<file path="config.mk">
export PLATFORM = sky130hd
export DESIGN_NAME = weight_subsystem
export DESIGN_NICKNAME = d
export VERILOG_FILES = /design/src/verilog/wb_pkg.sv /design/src/verilog/weight_buffer.sv /design/src/verilog/weight_loader.sv /design/src/verilog/weight_fetch.sv /design/src/verilog/weight_subsystem.sv
export VERILOG_INCLUDE_DIRS = /design/src /design/src/verilog
export SDC_FILE = /design/constraint.sdc
export NUM_CORES = 2
export LEC_CHECK = 0
export BUFFER_PORTS_ARGS = -buffer_cell sky130_fd_sc_hd__clkbuf_2
export CORE_UTILIZATION = 49
export CTS_CLUSTER_DIAMETER = 50
export CTS_CLUSTER_SIZE = 10
export DETAILED_ROUTE_END_ITERATION = 7
export PLACE_DENSITY_LB_ADDON = 0.05
export SLEW_MARGIN = 20
export SYNTH_ARGS = -nofsm -noshare
export SYNTH_HDL_FRONTEND = slang
export SYNTH_HIERARCHICAL = 1
export SYNTH_SLANG_ARGS = --single-unit
export TNS_END_PERCENT = 1
</file>
<file path="constraint.sdc">
create_clock -name clk -period 7.3 [get_ports clk]
set_input_delay 1.46 -clock clk [delete_from_list [all_inputs] [get_ports clk]]
set_output_delay 1.46 -clock clk [all_outputs]
set_load 0.005 [all_outputs]
</file>
<file path="src/verilog/wb_params.svh">
// weight path sizing: lane and word widths, credit depths, read latency
`ifndef WB_PARAMS_SVH
`define WB_PARAMS_SVH

// ********************************************************************
// data widths
// ********************************************************************
// one read lane
`define WB_RD_WIDTH        16
// one memory word, four lanes
`define WB_WR_WIDTH        64

// ********************************************************************
// addressing
// ********************************************************************
// lane address, 128 lanes
`define WB_RD_ADDR_WIDTH   7
// word address, 32 words
`define WB_WR_ADDR_WIDTH   5
// low lane address bits pick the lane
`define WB_LANE_SEL_WIDTH  2

// ********************************************************************
// flow control and timing
// ********************************************************************
// loader queue depth, also the sender's starting credits
`define WB_LOAD_CREDITS    4
// consumer credits held by the fetch unit after reset
`define WB_OUT_CREDITS     4
// read_req to read_data, in cycles
`define WB_READ_LATENCY    3
// word and element counts
`define WB_COUNT_WIDTH     8
// stride field of a fetch command
`define WB_STRIDE_WIDTH    4

`endif

</file>
<file path="src/verilog/wb_pkg.sv">
// shared types of the weight path: load beats, fetch commands, output weights, fsm states
`include "wb_params.svh"

package wb_pkg;

  // ******************************************************************
  // load stream
  // ******************************************************************
  typedef enum logic [0:0] {
    LOAD_HDR  = 1'b0,
    LOAD_DATA = 1'b1
  } load_kind_e;

  // header beat or one weight word
  typedef struct packed {
    load_kind_e                 kind;
    logic [`WB_WR_WIDTH-1:0]    payload;
  } load_beat_t;

  // header view of the payload
  // base word address in the lowest bits, word count just above
  typedef struct packed {
    logic [`WB_WR_WIDTH-`WB_COUNT_WIDTH-`WB_WR_ADDR_WIDTH-1:0] reserved;
    logic [`WB_COUNT_WIDTH-1:0]                                  count;
    logic [`WB_WR_ADDR_WIDTH-1:0]                                base;
  } load_hdr_t;

  // ******************************************************************
  // fetch commands
  // ******************************************************************
  typedef enum logic [0:0] {
    FETCH_SEQ    = 1'b0,
    FETCH_STRIDE = 1'b1
  } fetch_op_e;

  // stride only matters for FETCH_STRIDE
  typedef struct packed {
    fetch_op_e                     op;
    logic [`WB_RD_ADDR_WIDTH-1:0]  base;
    logic [`WB_COUNT_WIDTH-1:0]    count;
    logic [`WB_STRIDE_WIDTH-1:0]   stride;
  } fetch_cmd_t;

  // ******************************************************************
  // output stream
  // ******************************************************************
  typedef struct packed {
    logic [`WB_RD_WIDTH-1:0]  data;
    logic                     last;
  } weight_out_t;

  // ******************************************************************
  // fsm states
  // ******************************************************************
  typedef enum logic [0:0] {
    LD_IDLE = 1'b0,
    LD_DATA = 1'b1
  } loader_state_e;

  typedef enum logic [0:0] {
    FT_IDLE  = 1'b0,
    FT_ISSUE = 1'b1
  } fetch_state_e;

endpackage

</file>
<file path="src/verilog/weight_buffer.sv">
// weight buffer: 64-bit word writes, 16-bit lane reads through a three-stage pipeline
`timescale 1ns/1ps
`include "wb_params.svh"

module weight_buffer
(
  input  logic                            clk,
  input  logic                            reset,

  input  logic                            read_req,
  input  logic [`WB_RD_ADDR_WIDTH-1:0]    read_addr,
  output logic [`WB_RD_WIDTH-1:0]         read_data,

  input  logic                            write_req,
  input  logic [`WB_WR_ADDR_WIDTH-1:0]    write_addr,
  input  logic [`WB_WR_WIDTH-1:0]         write_data
);

  // ******************************************************************
  // storage and pipeline registers
  // ******************************************************************
  localparam int NUM_WORDS = 1 << `WB_WR_ADDR_WIDTH;

  logic [`WB_WR_WIDTH-1:0]       mem [NUM_WORDS];

  // stage 1, split read address
  logic [`WB_WR_ADDR_WIDTH-1:0]  word_q;
  logic [`WB_LANE_SEL_WIDTH-1:0] lane_q;
  // stage 2, full word plus its lane select
  logic [`WB_WR_WIDTH-1:0]       word_data;
  logic [`WB_LANE_SEL_WIDTH-1:0] lane_qq;

  // request delayed to enable stages 2 and 3
  logic                          req_q;
  logic                          req_qq;

  always_ff @(posedge clk)
  begin
    if (reset)
    begin
      req_q  <= 1'b0;
      req_qq <= 1'b0;
    end
    else
    begin
      req_q  <= read_req;
      req_qq <= req_q;
    end
  end

  // ******************************************************************
  // read path
  // ******************************************************************
  // upper bits address the word, lower bits the lane
  always_ff @(posedge clk)
  begin
    if (read_req)
      {word_q, lane_q} <= read_addr;
  end

  // word read, lane select rides along one stage
  always_ff @(posedge clk)
  begin
    if (req_q)
    begin
      word_data <= mem[word_q];
      lane_qq   <= lane_q;
    end
  end

  // lane mux, lane 0 is the low 16 bits
  always_ff @(posedge clk)
  begin
    if (req_qq)
      read_data <= word_data[lane_qq*`WB_RD_WIDTH +: `WB_RD_WIDTH];
  end

  // ******************************************************************
  // write path
  // ******************************************************************
  always_ff @(posedge clk)
  begin
    if (write_req)
      mem[write_addr] <= write_data;
  end

  // a live request must carry a defined address
  a_read_addr_known: assert property (
    @(posedge clk) disable iff (reset)
    read_req |-> !$isunknown(read_addr)
  );

endmodule

</file>
<file path="src/verilog/weight_loader.sv">
// weight loader turning credited header and data beats into sequential buffer writes
`timescale 1ns/1ps
`include "wb_params.svh"

module weight_loader
  import wb_pkg::*;
(
  input  logic                          clk,
  input  logic                          reset,

  input  logic                          load_valid,
  input  load_beat_t                    load_beat,
  output logic                          load_credit,

  output logic                          write_req,
  output logic [`WB_WR_ADDR_WIDTH-1:0]  write_addr,
  output logic [`WB_WR_WIDTH-1:0]       write_data,
  output logic                          load_done
);

  // ******************************************************************
  // beat queue
  // ******************************************************************
  localparam int DEPTH      = `WB_LOAD_CREDITS;
  localparam int PTR_WIDTH  = $clog2(DEPTH);
  localparam int FILL_WIDTH = PTR_WIDTH + 1;

  load_beat_t                    queue [DEPTH];
  logic [PTR_WIDTH-1:0]          wr_ptr;
  logic [PTR_WIDTH-1:0]          rd_ptr;
  logic [FILL_WIDTH-1:0]         fill;
  logic                          pop;
  load_beat_t                    head;
  load_hdr_t                     hdr;

  // write sequencer
  loader_state_e                 state;
  logic [`WB_WR_ADDR_WIDTH-1:0]  cur_addr;
  logic [`WB_COUNT_WIDTH-1:0]    words_left;
  logic                          data_pop;
  // data beats that arrived with no header open
  logic [`WB_COUNT_WIDTH-1:0]    dropped;

  // one beat leaves per cycle while any is queued
  assign pop      = (fill != '0);
  assign head     = queue[rd_ptr];
  assign hdr      = head.payload;
  assign data_pop = pop && (head.kind == LOAD_DATA);

  // beat storage
  always_ff @(posedge clk)
  begin
    if (load_valid)
      queue[wr_ptr] <= load_beat;
  end

  always_ff @(posedge clk)
  begin
    if (reset)
    begin
      wr_ptr <= '0;
      rd_ptr <= '0;
      fill   <= '0;
    end
    else
    begin
      if (load_valid)
        wr_ptr <= wr_ptr + PTR_WIDTH'(1);
      if (pop)
        rd_ptr <= rd_ptr + PTR_WIDTH'(1);
      fill <= fill + FILL_WIDTH'(load_valid) - FILL_WIDTH'(pop);
    end
  end

  // ******************************************************************
  // header decode and word writes
  // ******************************************************************
  always_ff @(posedge clk)
  begin
    if (reset)
    begin
      state       <= LD_IDLE;
      cur_addr    <= '0;
      words_left  <= '0;
      dropped     <= '0;
      load_credit <= 1'b0;
      write_req   <= 1'b0;
      load_done   <= 1'b0;
    end
    else
    begin
      // every popped beat frees a sender credit
      load_credit <= pop;
      write_req   <= 1'b0;
      load_done   <= 1'b0;
      if (pop && (head.kind == LOAD_HDR))
      begin
        cur_addr   <= hdr.base;
        words_left <= hdr.count;
        state      <= (hdr.count != '0) ? LD_DATA : LD_IDLE;
      end
      else if (data_pop && (state == LD_DATA))
      begin
        write_req  <= 1'b1;
        // 5-bit add wraps past word 31
        cur_addr   <= cur_addr + `WB_WR_ADDR_WIDTH'(1);
        words_left <= words_left - `WB_COUNT_WIDTH'(1);
        if (words_left == `WB_COUNT_WIDTH'(1))
        begin
          state     <= LD_IDLE;
          load_done <= 1'b1;
        end
      end
      else if (data_pop)
        dropped <= dropped + `WB_COUNT_WIDTH'(1);
    end
  end

  // address and word of the popped data beat
  always_ff @(posedge clk)
  begin
    if (data_pop)
    begin
      write_addr <= cur_addr;
      write_data <= head.payload;
    end
  end

  // sender stays within its credits
  a_no_overflow: assert property (
    @(posedge clk) disable iff (reset)
    load_valid |-> (fill != FILL_WIDTH'(DEPTH))
  );

  // every data beat follows a header
  a_no_dropped_data: assert property (
    @(posedge clk) disable iff (reset)
    dropped == '0
  );

endmodule

</file>
<file path="src/verilog/weight_fetch.sv">
// weight fetch sequencer issuing strided buffer reads under output credits
`timescale 1ns/1ps
`include "wb_params.svh"

module weight_fetch
  import wb_pkg::*;
(
  input  logic                          clk,
  input  logic                          reset,

  input  logic                          cmd_valid,
  input  fetch_cmd_t                    cmd,
  output logic                          cmd_ready,

  output logic                          read_req,
  output logic [`WB_RD_ADDR_WIDTH-1:0]  read_addr,
  input  logic [`WB_RD_WIDTH-1:0]       read_data,

  output logic                          out_valid,
  output weight_out_t                   out_weight,
  input  logic                          out_credit
);

  // ******************************************************************
  // sequencer state
  // ******************************************************************
  localparam int CRED_WIDTH = $clog2(`WB_OUT_CREDITS + 1);
  localparam int LAT        = `WB_READ_LATENCY;

  fetch_state_e                   state;
  logic [CRED_WIDTH-1:0]          credits;
  logic [`WB_RD_ADDR_WIDTH-1:0]   cur_addr;
  logic [`WB_RD_ADDR_WIDTH-1:0]   step;
  logic [`WB_COUNT_WIDTH-1:0]     elems_left;
  logic                           read_last;
  logic                           cmd_take;
  logic                           issue;

  // valid and last delayed to meet read_data
  logic [LAT-1:0]                 valid_pipe;
  logic [LAT-1:0]                 last_pipe;

  // the single command stage opens only between commands
  assign cmd_ready = (state == FT_IDLE);
  assign cmd_take  = cmd_valid && cmd_ready;

  // a credit returned this cycle can be spent right away
  assign issue = (state == FT_ISSUE) && ((credits != '0) || out_credit);

  always_ff @(posedge clk)
  begin
    if (reset)
    begin
      state      <= FT_IDLE;
      credits    <= CRED_WIDTH'(`WB_OUT_CREDITS);
      cur_addr   <= '0;
      step       <= '0;
      elems_left <= '0;
      read_req   <= 1'b0;
    end
    else
    begin
      read_req <= issue;
      credits  <= credits + CRED_WIDTH'(out_credit) - CRED_WIDTH'(issue);

      if (cmd_take)
      begin
        cur_addr   <= cmd.base;
        elems_left <= cmd.count;
        // sequential fetch steps one lane
        if (cmd.op == FETCH_SEQ)
          step <= `WB_RD_ADDR_WIDTH'(1);
        else
          step <= `WB_RD_ADDR_WIDTH'(cmd.stride);
        // empty command completes on acceptance
        if (cmd.count != '0)
          state <= FT_ISSUE;
      end
      else if (issue)
      begin
        // 7-bit add wraps modulo 128
        cur_addr   <= cur_addr + step;
        elems_left <= elems_left - `WB_COUNT_WIDTH'(1);
        if (elems_left == `WB_COUNT_WIDTH'(1))
          state <= FT_IDLE;
      end
    end
  end

  // address and last flag of the issued read
  always_ff @(posedge clk)
  begin
    if (issue)
    begin
      read_addr <= cur_addr;
      read_last <= (elems_left == `WB_COUNT_WIDTH'(1));
    end
  end

  // ******************************************************************
  // output alignment
  // ******************************************************************
  always_ff @(posedge clk)
  begin
    if (reset)
      valid_pipe <= '0;
    else
      valid_pipe <= {valid_pipe[LAT-2:0], read_req};
  end

  // last flag travels alongside valid
  always_ff @(posedge clk)
  begin
    last_pipe <= {last_pipe[LAT-2:0], read_req && read_last};
  end

  assign out_valid  = valid_pipe[LAT-1];
  assign out_weight = '{data: read_data, last: last_pipe[LAT-1]};

  // consumer returns no more credits than it was given
  a_credit_bound: assert property (
    @(posedge clk) disable iff (reset)
    credits <= CRED_WIDTH'(`WB_OUT_CREDITS)
  );

endmodule

</file>
<file path="src/verilog/weight_subsystem.sv">
// weight storage path: loader writes the buffer, fetch sequencer streams it out
`timescale 1ns/1ps
`include "wb_params.svh"

module weight_subsystem
  import wb_pkg::*;
(
  input  logic         clk,
  input  logic         reset,

  // load stream, credit based
  input  logic         load_valid,
  input  load_beat_t   load_beat,
  output logic         load_credit,
  output logic         load_done,

  // fetch commands, valid/ready
  input  logic         cmd_valid,
  input  fetch_cmd_t   cmd,
  output logic         cmd_ready,

  // weight stream to the pe array, credit based
  output logic         out_valid,
  output weight_out_t  out_weight,
  input  logic         out_credit
);

  // ******************************************************************
  // buffer ports
  // ******************************************************************
  logic                          write_req;
  logic [`WB_WR_ADDR_WIDTH-1:0]  write_addr;
  logic [`WB_WR_WIDTH-1:0]       write_data;

  logic                          read_req;
  logic [`WB_RD_ADDR_WIDTH-1:0]  read_addr;
  logic [`WB_RD_WIDTH-1:0]       read_data;

  // ******************************************************************
  // instances
  // ******************************************************************
  weight_loader i_weight_loader (
    .clk         (clk),
    .reset       (reset),
    .load_valid  (load_valid),
    .load_beat   (load_beat),
    .load_credit (load_credit),
    .write_req   (write_req),
    .write_addr  (write_addr),
    .write_data  (write_data),
    .load_done   (load_done)
  );

  // write and read ports are independent
  weight_buffer i_weight_buffer (
    .clk        (clk),
    .reset      (reset),
    .read_req   (read_req),
    .read_addr  (read_addr),
    .read_data  (read_data),
    .write_req  (write_req),
    .write_addr (write_addr),
    .write_data (write_data)
  );

  weight_fetch i_weight_fetch (
    .clk        (clk),
    .reset      (reset),
    .cmd_valid  (cmd_valid),
    .cmd        (cmd),
    .cmd_ready  (cmd_ready),
    .read_req   (read_req),
    .read_addr  (read_addr),
    .read_data  (read_data),
    .out_valid  (out_valid),
    .out_weight (out_weight),
    .out_credit (out_credit)
  );

endmodule

</file>
# [Word-level counts from Yosys, hierarchy flattened]
# Memories as Yosys holds them, arrays and structs flattened. A register that Yosys moved wholly into a read port is not among the register bits.
# Index checks and enable logic that the tools add are counted.
[totals] regBits=161 ramBits=2308 input_bits=90 mem_count=2
[op_classes] bitwise_logic=3 n_mux=25 n_shift=1 n_reduce_logical=19 add_sub_neg=10 eq_ne=3
[mem_list] name="i_weight_buffer.mem" depth=32 word_bits=64 rd=1 rd_ports_with_merged_regs=1 wr=1 line="weight_buffer.sv:24" source="logic [`WB_WR_WIDTH-1:0] mem [NUM_WORDS];"
[mem_list] name="i_weight_loader.queue" depth=4 word_bits=65 rd=1 rd_ports_with_merged_regs=1 wr=1 line="weight_loader.sv:28" source="load_beat_t queue [DEPTH];"
[ops] cell="$shiftx 64x7->16" count=1
[ops] cell="$mux 8" count=4
[ops] cell="$eq 8x1->1 const B" count=2
[ops] cell="$reduce_bool 8->1" count=2
[ops] cell="$sub 8x1->8 const B" count=2
[ops] cell="$mux 1" count=14
[ops] cell="$mux 7" count=2
[ops] cell="$mux 5" count=2
[ops] cell="$reduce_bool 2->1" count=4
[ops] cell="$add 7x7->7" count=1
[ops] cell="$add 3x1->3" count=2
[ops] cell="$logic_and 1x1->1" count=6
[ops] cell="$reduce_bool 3->1" count=2
[ops] cell="$sub 3x1->3" count=2
[ops] cell="$add 5x1->5 const B" count=1
[ops] cell="$add 2x1->2 const B" count=2
[ops] cell="$mux 2" count=2
[ops] cell="$mux 4" count=1
[ops] cell="$not 1->1" count=3
[ops] cell="$reduce_and 3->1" count=1
[ops] cell="$reduce_or 3->1" count=1
[ops] cell="$ne 2x2->1 const B" count=1
[ops] cell="$reduce_and 2->1" count=1
[ops] cell="$reduce_or 2->1" count=1
[ops] cell="$logic_or 1x1->1" count=1

# [Depth between registers and ports, before layout]
[depth] ltp_word=5 ltp_mapped=10 ltp_nobuf=9

# [Modules after synthesis]
# The synthesis kept the hierarchy.
[by_module_without_submodules] mod="weight_buffer" cells_each=3759 area_each_um2=81313.0 seq_area_each_um2=64211.6 instances=1
[by_module_without_submodules] mod="weight_loader" cells_each=569 area_each_um2=12823.5 seq_area_each_um2=10400.0 instances=1
[by_module_without_submodules] mod="weight_fetch" cells_each=195 area_each_um2=1878.1 seq_area_each_um2=840.8 instances=1

# [Worst setup path after synthesis]
# No wires, ideal clock.
[synth_timing] path_type="register -> register" startpoint="reg i_weight_loader.write_addr[1]" endpoint="mem i_weight_buffer/mem[28][0] in the netlist's numbering, enable pin" slack_ns=3.076 required_time_ns=6.813 path_buffers=1 stages_incl_launch_ff=4 t_arrival_ns=3.738 path_cell_list="edfxtp_1 or3b_2 clkbuf_1 nor2_1"
[synth_rtl] item="start, declared" line="weight_loader.sv:16" source="output logic [`WB_WR_ADDR_WIDTH-1:0] write_addr,"
[synth_rtl] item="start signal, assigned" line="weight_loader.sv:124" source="write_addr <= cur_addr;"
[synth_rtl] item="end, declared" line="weight_buffer.sv:24"
# No word-level cell before the write port.

==> metrics.txt <==
status=finished, final reports clean; Final TNS setup=0 ns; worst-margin pin slew=1.172 ns; final instance area=108,200 sq um; Fmax achieved=0.2834 GHz; largest net degree at the start of global routing=130; Via-to-Cell Ratio=6.145; Worst-path clk slew=~0.050 ns; mapped cell area=a little under 100,000 sq um; First-pass DRT Iterations=5; Startpoint Class=flip-flop; RePlAce Congestion=~0.77; Die X=444.7 microns; detailed-route wire length=249,600 microns; Post-CTS Hold Buffers=0; Gate Count Post-Synth=4,523; Initial Util=49.29%; area grow syn2layout=12.72%; first-pass GRT wire length=roughly 350,000 microns; dominant synthesized flop cell=edfxtp_1; Cell Count, Final, Fillers Out=7,510; worst path required time=~8 ns; fill count=roughly 15k; IO Count=around 110; CTS max path bufs=4; GRT Residual Overflow=0; post-CTS sizing=0; vias in the first global route=46.98k; initial antenna violation count=15; CTS sink cnt=approximately 2.5k; post-CTS setup buffers=0; WS Path Type=reg -> reg; worst min-delay path class=reg -> reg; Pins Over Slew Limit=0; Peak supply drop=around 0.00022 V; DP Cell Count=7,123; synthesized net count=between 4k and 5k; Avg WL per Cell=33.23 microns; number of synthesized register bits=approximately 2.5k; share of the yosys chip area belonging to registers=78.58%; initial DRC count=about 5.2k; power density cells=roughly 330 nW/um^2; P_leak=around 35 nW; final setup vio count=0; Num CTS Buffers=308; final net count=roughly 4.9k; antenna viol nets, final=0; FFs w/ async S/R, synth=0%; YS warnings=6; share of cells above drive strength 1=21.27%; final clock skew=between 0.04 and 0.05 ns; htree depth=5; worst rel slew slack=a little over a fifth; Die Height=roughly 440 microns; DRC=0; Final HPWL DP=between 100,000 and 150,000 microns; average cell area after synthesis=between 20 and 25 sq um; CP Capture Type=flip-flop; clock latency on the worst-skew pair=roughly 0.92 ns; Vias=46.15k; part of the cycle the worst path needs=approximately 48%; CTS tree=yes; CP Max Fanout=28; unrepaired setup endpoints after global routing=false; Synth cell types=78; core area=194,800 sq um; worst path arrival time=around 4.2 ns; crit path time final=3.528 ns; Global Route Usage Sum=approximately a quarter; Hold Slack=between 0.3 and 0.4 ns; Max Cap Violations=0; row cnt=about 160; number of synthesized flops with an enable pin=2,474; IO Port Bufs=110; final hold vios=0; Cell Area, Placed=~100,000 sq um; die area=around 200,000 sq um; CTS root buffer=clkbuf_16
## layer usage
layer | vias up | share of wire (%) | GRT usage (%)
met5 | - | 0.0084 | 0
met4 | 4 | 1.7 | 5.588
met3 | 323 | 6.8 | 4.990
met2 | 1547 | 48 | 40.59
met1 | 24929 | 43 | 36.27
li1 | 19349 | - | -
## cells in the final DEF (no fill, tap or decap), types with 31 or more instances in the layout
cell | netlist | routed
edfxtp_1 | 2474 | 2474
clkbuf_1 | 50 | 41
a22oi_1 | 215 | 215
nor4_1 | 51 | 51
o22ai_1 | 57 | 57
nor2_4 | 0 | 32
mux4_2 | 379 | 379
a221oi_1 | 31 | 31
nand2_1 | 124 | 124
nor2b_1 | 63 | 62
clkbuf_16 | 0 | 317
clkbuf_2 | 2 | 110
buf_4 | 63 | 98
mux2i_1 | 430 | 430
dfxtp_1 | 58 | 54
a211oi_1 | 51 | 51
## kinds of logic (layout without fill, tap and decap cells)
group	count (synthesis)	after routing	share of synthesized area [%]
AOI/OAI and AO/OA	452	452	3.425
DFF	2532	2532	78.58
other	0	2	0
adders and majority gates	20	20	0.2841
xor gates and xnor gates	10	10	0.09123
muxes	811	811	13.40
and+or+nand+nor	420	420	2.447
buffers and inverters	278	639	1.772
## worst max-delay path, stage by stage, from the launching register on
cell	delay [ns]
edfxtp_1	0.94
buf_4	0.65
and4b_2	1.14
a22oi_1	0.23
nand2_1	0.17
nor4_1	0.07
## cell type report
class	count	area, sq um	share of cell area, %
Antenna cell	2	5.005	0.004624
Multi-Input combinational cell	1713	19200	17.74
Sequential cell	2532	75460	69.73
Clock inverter	15	146.4	0.1353
Timing Repair Buffer	244	1962	1.813
Clock buffer	358	8087	7.472
Tap cell	2624	3283	3.034
Inverter	22	82.58	0.07630
## Yosys cell counts, drive strengths merged (7+ instances only)
library cell / count / area (sq um)
nor2b: 63 / 394.1
xnor2: 7 / 61.31
a22oi: 215 / 1614
nand3b: 8 / 60.06
nand4: 18 / 112.6
nor3b: 8 / 60.06
a221oi: 32 / 286.5
mux4: 379 / 8536
dfxtp: 58 / 1161
or2: 8 / 50.05
o22ai: 57 / 356.6
a211oi: 51 / 382.9
nor3: 11 / 60.06
nor2: 64 / 242.7
ha: 17 / 212.7
clkbuf: 56 / 227.7
inv: 22 / 82.58
a21oi: 19 / 98.85
nand2: 124 / 465.5
nor4: 56 / 399.1
and2: 9 / 60.06
mux2i: 430 / 4304
edfxtp: 2474 / 74290
o21ai: 35 / 175.2
buf: 200 / 1391
a31oi: 10 / 62.56
nand3: 15 / 75.07
## power by group
group / internal [mW] / switching [mW] / total [mW]
Clock: 7.79 / 5.33 / 13.1
Combinational: 1.03 / 1.96 / 2.98
Sequential: 18.1 / 1.41 / 19.5
Total: 26.9 / 8.70 / 35.6
## final timing paths
kind                                            start                                 endpoint  slack, ns  depth (start not counted)
setup / recovery  i_weight_buffer/word_q[4]$_DFFE_PP_  i_weight_buffer/word_data[60]$_DFFE_PP_       3.77                          5
hold / removal    i_weight_fetch/last_pipe[0]$_DFF_P_      i_weight_fetch/last_pipe[1]$_DFF_P_       0.31                          0
setup reg to reg  i_weight_buffer/word_q[4]$_DFFE_PP_  i_weight_buffer/word_data[60]$_DFFE_PP_       3.77                          5
hold reg to reg   i_weight_fetch/last_pipe[0]$_DFF_P_      i_weight_fetch/last_pipe[1]$_DFF_P_       0.31                          0
## sequential cells by signal, indices dropped and copies added (netlist names), 3 cells and up, named ones only
register / flops
i_weight_fetch/valid_pipe: 3
i_weight_buffer/word_data: 64
i_weight_loader/cur_addr: 5
i_weight_loader/fill: 3
i_weight_loader/queue: 260
i_weight_loader/words_left: 8
i_weight_loader/write_data: 64
i_weight_fetch/step: 4
i_weight_fetch/last_pipe: 3
i_weight_fetch/read_addr: 7
i_weight_fetch/cur_addr: 7
i_weight_buffer/word_q: 5
i_weight_buffer/mem: 2048
i_weight_loader/write_addr: 5
i_weight_fetch/credits: 3
i_weight_buffer/read_data: 16
i_weight_fetch/elems_left: 8
## stage by stage
step                setup slack, ns  util, %  total power [mW]
finish                        3.772    55.56             35.62
global route                  3.703    55.56             36.74
CTS                           3.779    55.45             35.79
detailed placement            3.431    51.23             22.72
global placement              3.450    51.20             22.59
floorplan                     3.076        -             20.86
Note: power is estimated with default switching activity, not from simulation.
